`src/hw/isa_pkg.sv`:
```
`default_nettype none

package isa_pkg;

	localparam int data_width = 32;

	// instruction field widths
	localparam int opcode_width = 6;
	localparam int sub_op_base_width = 5;
	localparam int sub_op_ls_width = 8;
	localparam int sub_op_jr_width = 5;

	typedef enum logic [opcode_width-1:0] {
		ty_base = 6'b100000,
		addi    = 6'b101000,
		subri   = 6'b101001,
		andi    = 6'b101010,
		ori     = 6'b101100,
		xori    = 6'b101011,
		slti    = 6'b101110,
		sltsi   = 6'b101111,
		movi    = 6'b100010,
		sethi   = 6'b100011,
		lwi     = 6'b000010,
		swi     = 6'b001010,
		lwibi   = 6'b000110,
		swibi   = 6'b001110,
		ty_ls   = 6'b011100,
		ty_b    = 6'b100110,
		ty_j    = 6'b100100,
		ty_jr   = 6'b100101
	} opcode_e;

	// register ALU and shift-immediate subcodes share one field
	typedef enum logic [sub_op_base_width-1:0] {
		add    = 5'b00000,
		sub    = 5'b00001,
		and_op = 5'b00010,
		xor_op = 5'b00011,
		or_op  = 5'b00100,
		slt    = 5'b00110,
		slts   = 5'b00111,
		slli   = 5'b01000,
		srli   = 5'b01001,
		rotri  = 5'b01011,
		sll    = 5'b01100,
		srl    = 5'b01101
	} sub_op_base_e;

	typedef enum logic [sub_op_ls_width-1:0] {
		lw = 8'b00000010,
		sw = 8'b00001010
	} sub_op_ls_e;

	typedef enum logic [sub_op_jr_width-1:0] {
		jral = 5'b00001
	} sub_op_jr_e;

	// the other jump subcode is plain J
	localparam logic sub_op_jal = 1'b1;

endpackage

`default_nettype wire

```
`src/hw/ctrl_pkg.sv`:
```
`default_nettype none

package ctrl_pkg;

	// second ALU operand
	typedef enum logic [2:0] {
		src2_rb_data = 3'd0,
		src2_imm     = 3'd1,
		src2_lswi    = 3'd2,
		src2_lsw     = 3'd3,
		src2_benx    = 3'd4,
		src2_unknown = 3'd7
	} alu_src2_e;

	// immediate width and extension
	typedef enum logic [2:0] {
		ext_imm5_ze  = 3'd0,
		ext_imm15_se = 3'd1,
		ext_imm15_ze = 3'd2,
		ext_imm20_se = 3'd3,
		ext_imm20_hi = 3'd4,
		ext_unknown  = 3'd7
	} imm_extend_e;

	typedef enum logic {
		maddr_alu_result = 1'b0,
		maddr_ra_data    = 1'b1
	} mem_addr_sel_e;

	// lp is the link register
	typedef enum logic {
		wraddr_rt = 1'b0,
		wraddr_lp = 1'b1
	} wr_addr_sel_e;

	typedef enum logic [2:0] {
		wrreg_alu_result = 3'd0,
		wrreg_imm_data   = 3'd1,
		wrreg_mem        = 3'd2,
		wrreg_pc         = 3'd3,
		wrreg_unknown    = 3'd7
	} wr_reg_sel_e;

endpackage

`default_nettype wire

```
`src/hw/operand_decoder.sv`:
```
`timescale 1ns/10ps
`default_nettype none

module operand_decoder
	import isa_pkg::*, ctrl_pkg::*;
(
	input  opcode_e      opcode,
	input  sub_op_base_e sub_op_base,
	input  sub_op_ls_e   sub_op_ls,
	output alu_src2_e    select_alu_src2,
	output imm_extend_e  select_imm_extend
);

	always_comb begin
		select_alu_src2 = src2_unknown;
		select_imm_extend = ext_unknown;
		case (opcode)
			ty_base: begin
				case (sub_op_base)
					add, sub, and_op, or_op, xor_op, slt, slts, srl, sll: begin
						select_alu_src2 = src2_rb_data;
					end
					// shift amount is a 5-bit field
					srli, slli, rotri: begin
						select_alu_src2 = src2_imm;
						select_imm_extend = ext_imm5_ze;
					end
					default: begin
						select_alu_src2 = src2_unknown;
					end
				endcase
			end
			addi, subri, slti, sltsi: begin
				select_alu_src2 = src2_imm;
				select_imm_extend = ext_imm15_se;
			end
			andi, ori, xori: begin
				select_alu_src2 = src2_imm;
				select_imm_extend = ext_imm15_ze;
			end
			// immediate goes straight to write-back, ALU unused
			movi: begin
				select_imm_extend = ext_imm20_se;
			end
			sethi: begin
				select_imm_extend = ext_imm20_hi;
			end
			lwi, swi, lwibi, swibi: begin
				select_alu_src2 = src2_lswi;
			end
			ty_ls: begin
				if (sub_op_ls == lw || sub_op_ls == sw) begin
					select_alu_src2 = src2_lsw;
				end
			end
			ty_b: begin
				select_alu_src2 = src2_benx;
			end
			default: begin
				select_alu_src2 = src2_unknown;
				select_imm_extend = ext_unknown;
			end
		endcase
	end

endmodule

`default_nettype wire

```
`src/hw/memory_decoder.sv`:
```
`timescale 1ns/10ps
`default_nettype none

module memory_decoder
	import isa_pkg::*, ctrl_pkg::*;
(
	input  opcode_e       opcode,
	input  sub_op_ls_e    sub_op_ls,
	output mem_addr_sel_e select_mem_addr,
	output logic          do_dm_read,
	output logic          do_dm_write,
	output logic          do_ra_write
);

	always_comb begin
		select_mem_addr = maddr_alu_result;
		do_dm_read = 1'b0;
		do_dm_write = 1'b0;
		do_ra_write = 1'b0;
		case (opcode)
			lwi: begin
				do_dm_read = 1'b1;
			end
			swi: begin
				do_dm_write = 1'b1;
			end
			// before-increment forms use ra as address, then update ra
			lwibi: begin
				select_mem_addr = maddr_ra_data;
				do_dm_read = 1'b1;
				do_ra_write = 1'b1;
			end
			swibi: begin
				select_mem_addr = maddr_ra_data;
				do_dm_write = 1'b1;
				do_ra_write = 1'b1;
			end
			ty_ls: begin
				case (sub_op_ls)
					lw: begin
						do_dm_read = 1'b1;
					end
					sw: begin
						do_dm_write = 1'b1;
					end
					default: begin
						do_dm_read = 1'b0;
						do_dm_write = 1'b0;
					end
				endcase
			end
			default: begin
				select_mem_addr = maddr_alu_result;
				do_dm_read = 1'b0;
				do_dm_write = 1'b0;
				do_ra_write = 1'b0;
			end
		endcase
	end

endmodule

`default_nettype wire

```
`src/hw/writeback_decoder.sv`:
```
`timescale 1ns/10ps
`default_nettype none

module writeback_decoder
	import isa_pkg::*, ctrl_pkg::*;
(
	input  opcode_e      opcode,
	input  sub_op_base_e sub_op_base,
	input  sub_op_ls_e   sub_op_ls,
	input  logic         sub_op_j,
	input  sub_op_jr_e   sub_op_jr,
	output wr_addr_sel_e select_write_reg_addr,
	output wr_reg_sel_e  select_write_reg,
	output logic         do_reg_write
);

	always_comb begin
		select_write_reg_addr = wraddr_rt;
		select_write_reg = wrreg_unknown;
		do_reg_write = 1'b0;
		case (opcode)
			ty_base: begin
				case (sub_op_base)
					add, sub, and_op, or_op, xor_op, slt, slts, srl, sll,
					srli, slli, rotri: begin
						select_write_reg = wrreg_alu_result;
						do_reg_write = 1'b1;
					end
					default: begin
						do_reg_write = 1'b0;
					end
				endcase
			end
			addi, subri, andi, ori, xori, slti, sltsi: begin
				select_write_reg = wrreg_alu_result;
				do_reg_write = 1'b1;
			end
			movi, sethi: begin
				select_write_reg = wrreg_imm_data;
				do_reg_write = 1'b1;
			end
			lwi, lwibi: begin
				select_write_reg = wrreg_mem;
				do_reg_write = 1'b1;
			end
			ty_ls: begin
				// sw writes no register
				if (sub_op_ls == lw) begin
					select_write_reg = wrreg_mem;
					do_reg_write = 1'b1;
				end
			end
			ty_j: begin
				// return address into lp
				if (sub_op_j == sub_op_jal) begin
					select_write_reg_addr = wraddr_lp;
					select_write_reg = wrreg_pc;
					do_reg_write = 1'b1;
				end
			end
			ty_jr: begin
				if (sub_op_jr == jral) begin
					select_write_reg = wrreg_pc;
					do_reg_write = 1'b1;
				end
			end
			default: begin
				select_write_reg_addr = wraddr_rt;
				select_write_reg = wrreg_unknown;
				do_reg_write = 1'b0;
			end
		endcase
	end

endmodule

`default_nettype wire

```
`src/hw/branch_compare.sv`:
```
`timescale 1ns/10ps
`default_nettype none

module branch_compare
	import isa_pkg::*;
(
	input  logic [data_width-1:0] reg_rt_data,
	input  logic [data_width-1:0] reg_ra_data,
	output logic                  reg_rt_ra_equal,
	output logic                  reg_rt_zero,
	output logic                  reg_rt_negative
);

	// beq/bne
	assign reg_rt_ra_equal = (reg_rt_data == reg_ra_data);

	// beqz/bnez and the signed compares against zero
	assign reg_rt_zero = ~(|reg_rt_data);
	assign reg_rt_negative = reg_rt_data[data_width-1];

endmodule

`default_nettype wire

```
`src/hw/controller.sv`:
```
`timescale 1ns/10ps
`default_nettype none

module controller
	import isa_pkg::*, ctrl_pkg::*;
(
	input  logic                  arst_n,

	input  opcode_e               opcode,
	input  sub_op_base_e          sub_op_base,
	input  sub_op_ls_e            sub_op_ls,
	input  logic                  sub_op_j,
	input  sub_op_jr_e            sub_op_jr,

	output alu_src2_e             select_alu_src2,
	output imm_extend_e           select_imm_extend,
	output mem_addr_sel_e         select_mem_addr,
	output wr_addr_sel_e          select_write_reg_addr,
	output wr_reg_sel_e           select_write_reg,

	output logic                  do_im_read,
	output logic                  do_dm_read,
	output logic                  do_dm_write,
	output logic                  do_reg_write,
	output logic                  do_ra_write,

	input  logic [data_width-1:0] reg_rt_data,
	input  logic [data_width-1:0] reg_ra_data,
	output logic                  reg_rt_ra_equal,
	output logic                  reg_rt_zero,
	output logic                  reg_rt_negative
);

	// no fetch while in reset
	assign do_im_read = arst_n;

	operand_decoder operand_decoder_i (
		.opcode            (opcode),
		.sub_op_base       (sub_op_base),
		.sub_op_ls         (sub_op_ls),
		.select_alu_src2   (select_alu_src2),
		.select_imm_extend (select_imm_extend)
	);

	memory_decoder memory_decoder_i (
		.opcode          (opcode),
		.sub_op_ls       (sub_op_ls),
		.select_mem_addr (select_mem_addr),
		.do_dm_read      (do_dm_read),
		.do_dm_write     (do_dm_write),
		.do_ra_write     (do_ra_write)
	);

	writeback_decoder writeback_decoder_i (
		.opcode                (opcode),
		.sub_op_base           (sub_op_base),
		.sub_op_ls             (sub_op_ls),
		.sub_op_j              (sub_op_j),
		.sub_op_jr             (sub_op_jr),
		.select_write_reg_addr (select_write_reg_addr),
		.select_write_reg      (select_write_reg),
		.do_reg_write          (do_reg_write)
	);

	// flags for branch resolution
	branch_compare branch_compare_i (
		.reg_rt_data     (reg_rt_data),
		.reg_ra_data     (reg_ra_data),
		.reg_rt_ra_equal (reg_rt_ra_equal),
		.reg_rt_zero     (reg_rt_zero),
		.reg_rt_negative (reg_rt_negative)
	);

endmodule

`default_nettype wire

```
`config.mk`:
```
export PLATFORM = sky130hd
export DESIGN_NAME = controller
export DESIGN_NICKNAME = d
export VERILOG_FILES = /design/src/hw/isa_pkg.sv /design/src/hw/ctrl_pkg.sv /design/src/hw/operand_decoder.sv /design/src/hw/memory_decoder.sv /design/src/hw/writeback_decoder.sv /design/src/hw/branch_compare.sv /design/src/hw/controller.sv
export SDC_FILE = /design/constraint.sdc
export NUM_CORES = 1
export LEC_CHECK = 0
export ABC_AREA = 1
export BUFFER_PORTS_ARGS = -buffer_cell sky130_fd_sc_hd__clkbuf_2
export CAP_MARGIN = 20
export CORE_MARGIN = 10
export CORE_UTILIZATION = 30
export DETAILED_ROUTE_END_ITERATION = 8
export SLEW_MARGIN = 20
export SYNTH_ARGS = -nofsm -noshare
export SYNTH_HDL_FRONTEND = slang
export SYNTH_SLANG_ARGS = --single-unit
```
`constraint.sdc`:
```
create_clock -name vclk -period 2.59
set_input_delay 0.518 -clock vclk [all_inputs]
set_output_delay 0.518 -clock vclk [all_outputs]
set_load 0.01 [all_outputs]
```
==> reports/qor.yml <==
critPathKind: "input port to primary output"
syn_to_final_growth_pct: 42.7
tns_ns: 0
finalCritPeriodShare: 0.818
design_area_um2: 1930
grt_pass1_vias: 1785
placed_cells: 474
max-slew-margin-rel: 0.789
hp-class: "input port to primary output"
grt-ovfl-total: 0
setup_viol: 0
period_minus_slack_ns: 2.12
wl_per_cell_um: 10.3
holdWs_ns: 1.04
report.final.hold_viol_count: 0
grt_pass1_wl_um: 7900
die_area_um2: 7590
synthCells: 318
cap_violations: 0
critical_path.max_fanout: 5
yosys_warnings: 0
core_um2: 4350
multiInputGateArea_um2: 1040
status: "complete, no violations"
hold_buffers: 0
drc: 0
setup.worst_path.start_class: "input port"
hold_path.startpoint: "arst_n"
synth_area_leaders: "nand2_1 33%, inv_1 21%, nor2_1 18%"
diodes: 0
grt_max_degree: 10
grt_setup_unrepaired: "no"
crit_start: "opcode[2]"
wl_um: 4870
clkbuf_count: 0
yosysMostFrequentCell: "nand2_1"
placed_area_um2: 1930
dp_slack_ns: 0.503
seq_area_um2: 0
ys_seq_area_frac: 0
worstSetupEndpointType: "primary output"
hpwl_um: 4560
drt_pass1_iterations: 4
ios: 109
drive_above_1_share: 0.287
fin_cells: 474
critical_path_required_ns: 2.07
io_buffers: 107
seq_cell_count: 0
max_freq_mhz: 472
worst_slack_ns: 0.472
drt_iter0_drc: 64
num_rows: 24
drtAntennaViolNets: 0
power_density_nw_per_um2: 126
vias: 1980
yosysTopAreaCell: "nand2_1"
synth_nets: 408
via_per_inst: 4.18
drv_slew: 0
synth_common_cells: "119 x nand2_1, 74 x inv_1, 66 x nor2_1"
initial_utilization: 0.311
final_nets: 514
grt_usage: 0.120
synth.avg_cell_area_um2: 4.25
die_w_um: 87.1
synth.distinct_cells: 18
antenna_found_initial: 0
leakage_nw: 1.41
globalplace.congestion: 0.930
synth_top_area_share: 0.330
worst_pin_slew_ns: 0.315
worstPathArrival_ns: 1.60
fillCellCount: 504
fp.dieH_um: 87.1
syn-cell-area_um2: 1350
cts_setup_buffers: 0
cts_resized: 0
ir_worst_vdd_uv: 60.0
## cell usage in the layout, fill, tap and decap left out
cell type and count:
nand2_4 1, nand2_1 119, inv_2 3, a21oi_1 3
nor3_1 2, inv_1 74, nand3_1 18, o21ai_0 5
nor2_2 1, xor2_1 3, clkbuf_2 107, nor2_4 4
nor2_1 66, nor2_8 1, nand2_2 3, nor4_1 4
nand4_1 7, nand3_2 1
## layer usage
| layer | GRT usage | vias up | wire length (um) |
|---|---|---|---|
| met5 | 0 | - | 0 |
| met4 | 0.00145 | 0 | 0 |
| met1 | 0.156 | 780 | 2220 |
| met3 | 0.0290 | 0 | 382 |
| met2 | 0.204 | 55 | 2270 |
| li1 | - | 1145 | - |
## critical path: stages
cell and delay (ns):
clkbuf_2 0.11, nor2_1 0.26, nand3_2 0.16, nor2_4 0.20, nand2_4 0.07, nand2_2 0.07, nor2_1 0.04, nand2_1 0.05
clkbuf_2 0.13
## power breakdown
group / total, mW / internal (mW) / switching, mW
clock network: 0 / 0 / 0
registers: 0 / 0 / 0
logic: 0.244 / 0.108 / 0.135
## cell type report
class / count / share of cell area
inverters: 77 / 0.150
multi-input cells: 238 / 0.539
well taps: 52 / 0.0337
repair buffers: 107 / 0.277
## through the flow
stage / utilization / power [mW]
after detailed placement: 0.443 / 0.245
after global routing: 0.443 / 0.282
after global placement: 0.443 / 0.242
final: 0.443 / 0.244
after CTS: 0.443 / 0.246
after floorplan: - / 0.128
## path summary, 6_finish.rpt
path | end | slack [ns] | depth (start not counted)
max | select_write_reg[2] | 0.47 | 9
min | do_im_read | 1.04 | 0
## cells by family (layout without fill, tap and decap cells)
logic type | Yosys count | in the layout | share of synthesized area
simple gates | 227 | 227 | 0.721
buf+inv | 80 | 184 | 0.230
compound gates | 8 | 8 | 0.0296
xor+xnor | 3 | 3 | 0.0194
(Power assumes the default switching activity.)
